===== src/igr_settings.svh =====
// ingress sizing macros: words per beat, fifo depth, source count, xoff level
`ifndef IGR_SETTINGS_SVH
`define IGR_SETTINGS_SVH

// 64-bit data words per beat, also the width of the per-word valid mask
`define IGR_WORDS 2

// beats held by each per-source segment fifo
`define IGR_FIFO_DEPTH 4

// sources 0..3 are epl groups a..d, source 4 is the virtual port
`define IGR_NUM_SRC 5

// vp fifo fill count at or above which vp_tx_pfc_xoff is raised
`define IGR_XOFF_LEVEL 3

`endif


===== src/igr_pkg.sv =====
// igr_pkg: vector typedefs shared across the ingress partition
`default_nettype none

`include "igr_settings.svh"

package igr_pkg;

  // --------------------------------------------------
  // datapath
  // --------------------------------------------------
  typedef logic [63:0] data64_t;
  // xor of the eight bytes of one word
  typedef logic [7:0] ecc8_t;
  typedef logic [`IGR_WORDS-1:0] word_vld_t;

  // --------------------------------------------------
  // per-beat side information
  // --------------------------------------------------
  // port within an epl group
  typedef logic [1:0] port_num_t;
  // carried through untouched
  typedef logic [15:0] epl_md_t;
  typedef logic [31:0] epl_ts_t;

  // --------------------------------------------------
  // flow control and bookkeeping
  // --------------------------------------------------
  typedef logic [2:0] tc_t;
  // one bit per traffic class
  typedef logic [7:0] pause_vec_t;
  typedef logic [2:0] src_id_t;
  // must hold the value IGR_FIFO_DEPTH itself
  typedef logic [$clog2(`IGR_FIFO_DEPTH+1)-1:0] fifo_cnt_t;

endpackage

`default_nettype wire


===== src/igr_seg_if.sv =====
// igr_seg_if: one checked beat between ingress blocks, src and dst modports
`default_nettype none

`include "igr_settings.svh"

interface igr_seg_if;
  import igr_pkg::*;

  // beat strobe, no ready
  logic vld;
  port_num_t port_num;
  epl_md_t md;
  epl_ts_t ts;
  // invalid words already zeroed by the shim
  data64_t [`IGR_WORDS-1:0] data;
  word_vld_t wvld;
  // some valid word failed its byte-xor check
  logic ecc_err;

  modport src (output vld, port_num, md, ts, data, wvld, ecc_err);
  modport dst (input vld, port_num, md, ts, data, wvld, ecc_err);

endinterface

`default_nettype wire


===== src/igr_epl_shim.sv =====
// igr_epl_shim: input registers, word check, invalid-word masking, pause vector
`default_nettype none

`include "igr_settings.svh"

module igr_epl_shim (
  input  logic                                  clk,
  input  logic                                  rst,
  input  igr_pkg::ecc8_t   [`IGR_WORDS-1:0]     rx_ecc,
  input  igr_pkg::port_num_t                    rx_port_num,
  input  igr_pkg::word_vld_t                    rx_data_v,
  input  igr_pkg::epl_md_t                      rx_md,
  input  igr_pkg::epl_ts_t                      rx_ts,
  input  igr_pkg::data64_t [`IGR_WORDS-1:0]     rx_data,
  input  logic                                  rx_pfc_xoff,
  input  igr_pkg::tc_t                          rx_flow_control_tc,
  igr_seg_if.src                                seg,
  output igr_pkg::pause_vec_t                   pause_tc
);
  import igr_pkg::*;

  // xor of all eight bytes of a word
  function automatic ecc8_t byte_xor(input data64_t w);
    ecc8_t acc;
    acc = '0;
    for (int b = 0; b < 8; b++) begin
      acc = acc ^ w[8*b +: 8];
    end
    return acc;
  endfunction

  data64_t [`IGR_WORDS-1:0] data_m;
  logic                     ecc_err_c;
  logic                     rx_any;

  // a beat exists when at least one word is flagged valid
  assign rx_any = |rx_data_v;

  // --------------------------------------------------
  // check and mask, per word
  // --------------------------------------------------
  always_comb begin
    ecc_err_c = 1'b0;
    for (int w = 0; w < `IGR_WORDS; w++) begin
      data_m[w] = rx_data_v[w] ? rx_data[w] : '0;
      // only valid words count toward the error flag
      if (rx_data_v[w] && (byte_xor(rx_data[w]) != rx_ecc[w])) begin
        ecc_err_c = 1'b1;
      end
    end
  end

  // --------------------------------------------------
  // beat register
  // --------------------------------------------------
  always_ff @(posedge clk) begin
    if (rst) begin
      seg.vld <= 1'b0;
    end else begin
      seg.vld <= rx_any;
    end
  end

  // payload only loads with a beat, holds otherwise
  always_ff @(posedge clk) begin
    if (rx_any) begin
      seg.port_num <= rx_port_num;
      seg.md       <= rx_md;
      seg.ts       <= rx_ts;
      seg.data     <= data_m;
      seg.wvld     <= rx_data_v;
      seg.ecc_err  <= ecc_err_c;
    end
  end

  // --------------------------------------------------
  // pause vector, one class updated per cycle
  // --------------------------------------------------
  always_ff @(posedge clk) begin
    if (rst) begin
      pause_tc <= '0;
    end else begin
      pause_tc[rx_flow_control_tc] <= rx_pfc_xoff;
    end
  end

  // the fifo relies on every strobed beat carrying a word
  a_vld_has_word : assert property (@(posedge clk) disable iff (rst)
    seg.vld |-> (seg.wvld != '0));

endmodule

`default_nettype wire


===== src/igr_seg_fifo.sv =====
// igr_seg_fifo: per-source beat fifo, fill count, drop on full, almost-full flag
`default_nettype none

`include "igr_settings.svh"

module igr_seg_fifo (
  input  logic                clk,
  input  logic                rst,
  igr_seg_if.dst              wr,
  igr_seg_if.src              rd,
  input  logic                pop,
  output igr_pkg::fifo_cnt_t  cnt,
  output logic                almost_full
);
  import igr_pkg::*;

  localparam int DEPTH = `IGR_FIFO_DEPTH;
  localparam int PTR_W = $clog2(DEPTH);

  // storage, one array per field
  port_num_t                mem_port [DEPTH];
  epl_md_t                  mem_md   [DEPTH];
  epl_ts_t                  mem_ts   [DEPTH];
  data64_t [`IGR_WORDS-1:0] mem_data [DEPTH];
  word_vld_t                mem_wvld [DEPTH];
  logic                     mem_err  [DEPTH];

  logic [PTR_W-1:0] wr_ptr;
  logic [PTR_W-1:0] rd_ptr;
  logic             full;
  logic             do_wr;

  assign full = (cnt == fifo_cnt_t'(DEPTH));
  // full fifo still takes a beat if the head leaves this cycle
  assign do_wr = wr.vld && (!full || pop);

  // --------------------------------------------------
  // write side
  // --------------------------------------------------
  always_ff @(posedge clk) begin
    if (do_wr) begin
      mem_port[wr_ptr] <= wr.port_num;
      mem_md[wr_ptr]   <= wr.md;
      mem_ts[wr_ptr]   <= wr.ts;
      mem_data[wr_ptr] <= wr.data;
      mem_wvld[wr_ptr] <= wr.wvld;
      mem_err[wr_ptr]  <= wr.ecc_err;
    end
  end

  // pointers and count
  always_ff @(posedge clk) begin
    if (rst) begin
      wr_ptr      <= '0;
      rd_ptr      <= '0;
      cnt         <= '0;
      almost_full <= 1'b0;
    end else begin
      if (do_wr) begin
        wr_ptr <= (wr_ptr == PTR_W'(DEPTH-1)) ? '0 : wr_ptr + 1'b1;
      end
      if (pop) begin
        rd_ptr <= (rd_ptr == PTR_W'(DEPTH-1)) ? '0 : rd_ptr + 1'b1;
      end
      case ({do_wr, pop})
        2'b10:   cnt <= cnt + 1'b1;
        2'b01:   cnt <= cnt - 1'b1;
        default: cnt <= cnt;
      endcase
      // lags the count by one cycle
      almost_full <= (cnt >= fifo_cnt_t'(`IGR_XOFF_LEVEL));
    end
  end

  // --------------------------------------------------
  // head beat, valid while not empty
  // --------------------------------------------------
  assign rd.vld      = (cnt != '0);
  assign rd.port_num = mem_port[rd_ptr];
  assign rd.md       = mem_md[rd_ptr];
  assign rd.ts       = mem_ts[rd_ptr];
  assign rd.data     = mem_data[rd_ptr];
  assign rd.wvld     = mem_wvld[rd_ptr];
  assign rd.ecc_err  = mem_err[rd_ptr];

  // arbiter must only pop a source it saw as valid
  a_no_pop_empty : assert property (@(posedge clk) disable iff (rst)
    pop |-> (cnt != '0));
  a_cnt_bound : assert property (@(posedge clk) disable iff (rst)
    cnt <= fifo_cnt_t'(DEPTH));

endmodule

`default_nettype wire


===== src/igr_src_arb.sv =====
// igr_src_arb: round-robin merge of the source fifos into one registered ppe beat
`default_nettype none

`include "igr_settings.svh"

module igr_src_arb (
  input  logic                                  clk,
  input  logic                                  rst,
  igr_seg_if.dst                                req [`IGR_NUM_SRC],
  output logic [`IGR_NUM_SRC-1:0]               pop,
  output logic                                  ppe_valid,
  output igr_pkg::src_id_t                      ppe_src,
  output igr_pkg::port_num_t                    ppe_port_num,
  output igr_pkg::epl_md_t                      ppe_md,
  output igr_pkg::epl_ts_t                      ppe_ts,
  output igr_pkg::data64_t [`IGR_WORDS-1:0]     ppe_data,
  output igr_pkg::word_vld_t                    ppe_wvld,
  output logic                                  ppe_ecc_err
);
  import igr_pkg::*;

  localparam int NUM_SRC = `IGR_NUM_SRC;

  // flattened copy of the request interfaces so they can be indexed by gnt
  logic                     req_vld  [NUM_SRC];
  port_num_t                req_port [NUM_SRC];
  epl_md_t                  req_md   [NUM_SRC];
  epl_ts_t                  req_ts   [NUM_SRC];
  data64_t [`IGR_WORDS-1:0] req_data [NUM_SRC];
  word_vld_t                req_wvld [NUM_SRC];
  logic                     req_err  [NUM_SRC];

  src_id_t ptr;
  src_id_t gnt;
  logic    found;

  for (genvar gi = 0; gi < NUM_SRC; gi++) begin : g_req
    assign req_vld[gi]  = req[gi].vld;
    assign req_port[gi] = req[gi].port_num;
    assign req_md[gi]   = req[gi].md;
    assign req_ts[gi]   = req[gi].ts;
    assign req_data[gi] = req[gi].data;
    assign req_wvld[gi] = req[gi].wvld;
    assign req_err[gi]  = req[gi].ecc_err;
  end

  // --------------------------------------------------
  // grant: first valid source at or after ptr
  // --------------------------------------------------
  always_comb begin
    int idx;
    found = 1'b0;
    gnt   = '0;
    for (int off = 0; off < NUM_SRC; off++) begin
      idx = (int'(ptr) + off) % NUM_SRC;
      if (!found && req_vld[idx]) begin
        found = 1'b1;
        gnt   = src_id_t'(idx);
      end
    end
    // pop the winner in the same cycle
    pop = '0;
    if (found) begin
      pop[gnt] = 1'b1;
    end
  end

  // pointer moves past the winner, stays put when idle
  always_ff @(posedge clk) begin
    if (rst) begin
      ptr       <= '0;
      ppe_valid <= 1'b0;
    end else begin
      ppe_valid <= found;
      if (found) begin
        ptr <= (gnt == src_id_t'(NUM_SRC-1)) ? '0 : gnt + 1'b1;
      end
    end
  end

  // --------------------------------------------------
  // output beat toward rx ppe
  // --------------------------------------------------
  always_ff @(posedge clk) begin
    if (found) begin
      ppe_src      <= gnt;
      ppe_port_num <= req_port[gnt];
      ppe_md       <= req_md[gnt];
      ppe_ts       <= req_ts[gnt];
      ppe_data     <= req_data[gnt];
      ppe_wvld     <= req_wvld[gnt];
      ppe_ecc_err  <= req_err[gnt];
    end
  end

  // at most one fifo drained per cycle
  a_pop_onehot : assert property (@(posedge clk) disable iff (rst)
    $onehot0(pop));

endmodule

`default_nettype wire


===== src/igr_top.sv =====
// igr_top: ingress partition top, five epl shims, five segment fifos, one arbiter
`default_nettype none

`include "igr_settings.svh"

module igr_top (
  input  logic                               clk,
  input  logic                               rst,

  // --------------------------------------------------
  // epl group a
  input  igr_pkg::ecc8_t   [`IGR_WORDS-1:0]  grp_a_rx_ecc,
  input  igr_pkg::port_num_t                 grp_a_rx_port_num,
  input  igr_pkg::word_vld_t                 grp_a_rx_data_valid,
  input  igr_pkg::epl_md_t                   grp_a_rx_metadata,
  input  igr_pkg::epl_ts_t                   grp_a_rx_time_stamp,
  input  igr_pkg::data64_t [`IGR_WORDS-1:0]  grp_a_rx_data,
  input  logic                               grp_a_rx_pfc_xoff,
  input  igr_pkg::tc_t                       grp_a_rx_flow_control_tc,
  // epl group b
  input  igr_pkg::ecc8_t   [`IGR_WORDS-1:0]  grp_b_rx_ecc,
  input  igr_pkg::port_num_t                 grp_b_rx_port_num,
  input  igr_pkg::word_vld_t                 grp_b_rx_data_valid,
  input  igr_pkg::epl_md_t                   grp_b_rx_metadata,
  input  igr_pkg::epl_ts_t                   grp_b_rx_time_stamp,
  input  igr_pkg::data64_t [`IGR_WORDS-1:0]  grp_b_rx_data,
  input  logic                               grp_b_rx_pfc_xoff,
  input  igr_pkg::tc_t                       grp_b_rx_flow_control_tc,
  // epl group c
  input  igr_pkg::ecc8_t   [`IGR_WORDS-1:0]  grp_c_rx_ecc,
  input  igr_pkg::port_num_t                 grp_c_rx_port_num,
  input  igr_pkg::word_vld_t                 grp_c_rx_data_valid,
  input  igr_pkg::epl_md_t                   grp_c_rx_metadata,
  input  igr_pkg::epl_ts_t                   grp_c_rx_time_stamp,
  input  igr_pkg::data64_t [`IGR_WORDS-1:0]  grp_c_rx_data,
  input  logic                               grp_c_rx_pfc_xoff,
  input  igr_pkg::tc_t                       grp_c_rx_flow_control_tc,
  // epl group d
  input  igr_pkg::ecc8_t   [`IGR_WORDS-1:0]  grp_d_rx_ecc,
  input  igr_pkg::port_num_t                 grp_d_rx_port_num,
  input  igr_pkg::word_vld_t                 grp_d_rx_data_valid,
  input  igr_pkg::epl_md_t                   grp_d_rx_metadata,
  input  igr_pkg::epl_ts_t                   grp_d_rx_time_stamp,
  input  igr_pkg::data64_t [`IGR_WORDS-1:0]  grp_d_rx_data,
  input  logic                               grp_d_rx_pfc_xoff,
  input  igr_pkg::tc_t                       grp_d_rx_flow_control_tc,
  // virtual port
  input  igr_pkg::ecc8_t   [`IGR_WORDS-1:0]  vp_rx_ecc,
  input  igr_pkg::port_num_t                 vp_rx_port_num,
  input  igr_pkg::word_vld_t                 vp_rx_data_valid,
  input  igr_pkg::epl_md_t                   vp_rx_metadata,
  input  igr_pkg::epl_ts_t                   vp_rx_time_stamp,
  input  igr_pkg::data64_t [`IGR_WORDS-1:0]  vp_rx_data,
  input  logic                               vp_rx_pfc_xoff,
  input  igr_pkg::tc_t                       vp_rx_flow_control_tc,

  // --------------------------------------------------
  // flow control back to the senders
  output igr_pkg::pause_vec_t                grp_a_pause_tc,
  output igr_pkg::pause_vec_t                grp_b_pause_tc,
  output igr_pkg::pause_vec_t                grp_c_pause_tc,
  output igr_pkg::pause_vec_t                grp_d_pause_tc,
  output logic                               vp_tx_pfc_xoff,

  // --------------------------------------------------
  // toward rx ppe
  output logic                               ppe_valid,
  output igr_pkg::src_id_t                   ppe_src,
  output igr_pkg::port_num_t                 ppe_port_num,
  output igr_pkg::epl_md_t                   ppe_md,
  output igr_pkg::epl_ts_t                   ppe_ts,
  output igr_pkg::data64_t [`IGR_WORDS-1:0]  ppe_data,
  output igr_pkg::word_vld_t                 ppe_wvld,
  output logic                               ppe_ecc_err
);

  // vp is the last source index
  localparam int VP_IDX = `IGR_NUM_SRC - 1;

  igr_seg_if shim_seg [`IGR_NUM_SRC] ();
  igr_seg_if fifo_seg [`IGR_NUM_SRC] ();
  logic [`IGR_NUM_SRC-1:0] fifo_pop;

  // --------------------------------------------------
  // epl shims, index 0..3 = groups a..d
  // --------------------------------------------------
  igr_epl_shim u_shim_a (
    .clk, .rst, .rx_ecc(grp_a_rx_ecc), .rx_port_num(grp_a_rx_port_num),
    .rx_data_v(grp_a_rx_data_valid), .rx_md(grp_a_rx_metadata),
    .rx_ts(grp_a_rx_time_stamp), .rx_data(grp_a_rx_data),
    .rx_pfc_xoff(grp_a_rx_pfc_xoff), .rx_flow_control_tc(grp_a_rx_flow_control_tc),
    .seg(shim_seg[0]), .pause_tc(grp_a_pause_tc)
  );

  igr_epl_shim u_shim_b (
    .clk, .rst, .rx_ecc(grp_b_rx_ecc), .rx_port_num(grp_b_rx_port_num),
    .rx_data_v(grp_b_rx_data_valid), .rx_md(grp_b_rx_metadata),
    .rx_ts(grp_b_rx_time_stamp), .rx_data(grp_b_rx_data),
    .rx_pfc_xoff(grp_b_rx_pfc_xoff), .rx_flow_control_tc(grp_b_rx_flow_control_tc),
    .seg(shim_seg[1]), .pause_tc(grp_b_pause_tc)
  );

  igr_epl_shim u_shim_c (
    .clk, .rst, .rx_ecc(grp_c_rx_ecc), .rx_port_num(grp_c_rx_port_num),
    .rx_data_v(grp_c_rx_data_valid), .rx_md(grp_c_rx_metadata),
    .rx_ts(grp_c_rx_time_stamp), .rx_data(grp_c_rx_data),
    .rx_pfc_xoff(grp_c_rx_pfc_xoff), .rx_flow_control_tc(grp_c_rx_flow_control_tc),
    .seg(shim_seg[2]), .pause_tc(grp_c_pause_tc)
  );

  igr_epl_shim u_shim_d (
    .clk, .rst, .rx_ecc(grp_d_rx_ecc), .rx_port_num(grp_d_rx_port_num),
    .rx_data_v(grp_d_rx_data_valid), .rx_md(grp_d_rx_metadata),
    .rx_ts(grp_d_rx_time_stamp), .rx_data(grp_d_rx_data),
    .rx_pfc_xoff(grp_d_rx_pfc_xoff), .rx_flow_control_tc(grp_d_rx_flow_control_tc),
    .seg(shim_seg[3]), .pause_tc(grp_d_pause_tc)
  );

  // vp pause vector has no consumer
  igr_epl_shim u_shim_vp (
    .clk, .rst, .rx_ecc(vp_rx_ecc), .rx_port_num(vp_rx_port_num),
    .rx_data_v(vp_rx_data_valid), .rx_md(vp_rx_metadata),
    .rx_ts(vp_rx_time_stamp), .rx_data(vp_rx_data),
    .rx_pfc_xoff(vp_rx_pfc_xoff), .rx_flow_control_tc(vp_rx_flow_control_tc),
    .seg(shim_seg[VP_IDX]), .pause_tc()
  );

  // --------------------------------------------------
  // segment fifos
  // --------------------------------------------------
  for (genvar gi = 0; gi < VP_IDX; gi++) begin : g_grp_fifo
    igr_seg_fifo u_fifo (
      .clk, .rst, .wr(shim_seg[gi]), .rd(fifo_seg[gi]),
      .pop(fifo_pop[gi]), .cnt(), .almost_full()
    );
  end

  // vp fill level drives the xoff back to the virtual port
  igr_seg_fifo u_fifo_vp (
    .clk, .rst, .wr(shim_seg[VP_IDX]), .rd(fifo_seg[VP_IDX]),
    .pop(fifo_pop[VP_IDX]), .cnt(), .almost_full(vp_tx_pfc_xoff)
  );

  // --------------------------------------------------
  // round-robin merge toward the parser
  // --------------------------------------------------
  igr_src_arb u_arb (
    .clk, .rst, .req(fifo_seg), .pop(fifo_pop),
    .ppe_valid, .ppe_src, .ppe_port_num, .ppe_md, .ppe_ts,
    .ppe_data, .ppe_wvld, .ppe_ecc_err
  );

endmodule

`default_nettype wire


===== config.mk =====
export PLATFORM = sky130hd
export DESIGN_NAME = igr_top
export DESIGN_NICKNAME = d
export VERILOG_FILES = /design/src/igr_pkg.sv /design/src/igr_seg_if.sv /design/src/igr_epl_shim.sv /design/src/igr_seg_fifo.sv /design/src/igr_src_arb.sv /design/src/igr_top.sv
export VERILOG_INCLUDE_DIRS = /design/src
export SDC_FILE = /design/constraint.sdc
export NUM_CORES = 2
export LEC_CHECK = 0
export BUFFER_PORTS_ARGS = -buffer_cell sky130_fd_sc_hd__buf_2
export CAP_MARGIN = 20
export CORE_MARGIN = 1.5
export CORE_UTILIZATION = 35
export CTS_CLUSTER_SIZE = 12
export DETAILED_ROUTE_END_ITERATION = 10
export PLACE_DENSITY_LB_ADDON = 0.12
export SYNTH_ARGS = -nofsm -noshare
export SYNTH_HDL_FRONTEND = slang
export SYNTH_HIERARCHICAL = 1
export SYNTH_SLANG_ARGS = --single-unit

===== constraint.sdc =====
create_clock -name clk -period 13.9 [get_ports clk]
set_input_delay 1.39 -clock clk [delete_from_list [all_inputs] [get_ports clk]]
set_output_delay 1.39 -clock clk [all_outputs]
set_load 0.005 [all_outputs]

==> metrics.txt <==
run status=complete, but fails checks; violated checks=max-slew violations; CTS resizes=0; worst reg-to-reg path cell count=21; Synth Area per Inst=between 20 and 25 µm²; clock share of power=around 24%; Synth Instances=around 9000; Hold WC Path Type=reg -> reg; post-synthesis cell area=around 190000 µm²; post-route clock period utilization=between 60% and 70%; sw frac=roughly two fifths; actual slew at the worst max-slew pin=around 1500 ps; largest net degree at the start of global routing=150; I/O Pins=around 1200; Synth warnings=6; placed inst area=slightly above 200000 µm²; Max-cap violations=0; grt ovf=0; DR WL/cell=between 30 and 40 µm; die extent in x=between 700 and 800 µm; Worst Hold Path Cells=0; worst-path maximum fanout=between 60 and 70; GRT Overall Usage=a little under a quarter; Core Area=between 500000 and 600000 µm²; Die Y=737 µm; Final Cell Area=220000 µm²; row count=roughly 270; sw power=approximately 22000 µW; clk_skew=~70 ps; DRC viols=0; Setup TNS=0 ps; 1st-iter DRT viols=between 10000 and 15000; worst setup path class=reg -> reg; Flop pwr share=a little over a third; I/O Buffers=around 1200; antenna viol nets, final=0; Routed WL=approximately 640 mm; nets=~12000; first drt pass iteration count=5; Setup crit start kind=flop; Leak=approximately 0.073 µW; Worst-path clk slew=roughly 60 ps; Critical Path AT=about 9700 ps; final-report setup violation count=0; Root Driver=clkbuf_16; Fin. Hold Viols=0; Setup crit end kind=flop; global-route wire length before repair=roughly 850 mm; Setup WS pre-CTS=between 4000 and 5000 ps; Slew HR=-2.86%; f_max=roughly 0.11 GHz; initial core utilization=between 30% and 40%; RSZ-0062 raised after global routing=no; Syn Nets=just over 10000; via count=96900; Placer Congestion=about 0.90; Worst Hold Slack=between 400 and 500 ps; area grow syn2layout=16.7%; Max clock buf depth=4; clock latency at the later pin of the worst-skew pair=1090 ps; CTS tree=built; Max H-tree Level=6; vias in the first global route=approximately 99000; Combinational Power Share=between 40% and 50%; Slew Limit Fails=between 40 and 50; Req. time, crit path=~15000 ps; DPL Wire Length=approximately 430 mm; internal power=33000 µW; share of layout cells above drive strength 1=~28%; Final min period=about 9000 ps; final worst setup slack=roughly 4900 ps; IR drop worst, VDD=~0.57 mV; TritonCTS Buffers=540; CTS Hold Bufs=0; routed vias/inst=between 5 and 6; initial antenna violation count=~150; post-CTS setup buffer count=0; total die area=between 500000 and 600000 µm²; Finished Core Util=between 40% and 50%; CTS sink cnt=about 4800; PD cells=roughly 250 nW/µm²
## worst max-delay path: stages (launching register included)
cell	delay, ps
dfxtp_1	310
buf_4	360
inv_2	310
ha_1	350
inv_1	70
ha_1	350
inv_1	150
ha_1	270
a22oi_1	130
xnor2_1	460
ha_1	360
o211ai_1	120
a31oi_1	570
mux2i_1	330
nor2_1	180
o31ai_1	380
a22o_4	710
nand2_1	410
nor2_1	620
or4b_4	300
and3_4	730
buf_4	960
## registers in the layout (all words and copies together) (netlist names), 64 cells and up, named ones only
register / count
g_grp_fifo.u_fifo/mem_data: 2048
g_grp_fifo.u_fifo/mem_ts: 512
u_fifo_vp/mem_data: 512
g_grp_fifo.u_fifo/mem_md: 256
u_arb/ppe_data: 128
u_fifo_vp/mem_ts: 128
u_shim_a/seg.data: 128
u_shim_b/seg.data: 128
u_shim_c/seg.data: 128
u_shim_d/seg.data: 128
u_shim_vp/seg.data: 128
u_fifo_vp/mem_md: 64
## placed cells by master, fill, tap and decap left out, types with 32 or more instances in the layout
master,count
xnor2_1,366
and4_1,181
clkbuf_1,143
nor2_1,75
clkinv_2,66
edfxtp_1,4709
nand2_1,234
a21oi_1,32
mux2i_1,222
o211ai_1,365
buf_2,1213
clkinv_1,118
buf_4,156
xor2_1,165
and2_1,640
dfxtp_1,77
inv_1,57
xnor3_1,60
o31a_1,189
mux4_2,907
ha_1,51
clkbuf_16,551
diode_2,107
## layer usage
layer / track usage (%) / wire, µm
met1: 29.9 / 253000
met2: 38.5 / 315000
met3: 4.22 / 46900
met4: 7.66 / 23500
met5: 0 / 244
## per-stage QoR
stage / total power [µW] / instances
floorplan: 31300 / 9162
global placement: 42900 / 17200
detailed placement: 43100 / 17200
CTS: 56600 / 18200
global route: 57200 / 18200
finish: 55300 / 18300
## power groups by stage
stage | registers (µW) | clock network [µW] | logic (µW)
global route | 19600 | 14200 | 23400
floorplan | 19300 | 0 | 12000
detailed placement | 19800 | 0 | 23400
CTS | 19500 | 13700 | 23400
global placement | 19700 | 0 | 23200
finish | 19500 | 13400 | 22400
## path summary, 6_finish.rpt
check / from / end / slack, ps
setup reg to reg: u_arb/ptr[0]$_SDFFE_PP0P_ / g_grp_fifo[0].u_fifo/mem_data[2][80]$_DFFE_PP_ / 4900
hold reg to reg: u_shim_vp/seg.md[1]$_DFFE_PP_ / u_fifo_vp/mem_md[1][1]$_DFFE_PP_ / 470
hold / removal: u_shim_vp/seg.md[1]$_DFFE_PP_ / u_fifo_vp/mem_md[1][1]$_DFFE_PP_ / 470
setup / recovery: u_arb/ptr[0]$_SDFFE_PP0P_ / g_grp_fifo[0].u_fifo/mem_data[2][80]$_DFFE_PP_ / 4900
## layout make-up
class                      count  area, µm²
tap                         7181       8980
inverter                      61        244
multi-input combinational   3775      43200
fill                       47700     317000
clock buffer                 694      14300
sequential                  4796     143000
antenna                      107        268
timing repair buffer        1405       8000
clock inverter               260       2100
Note: power is estimated with default switching activity, not from simulation.
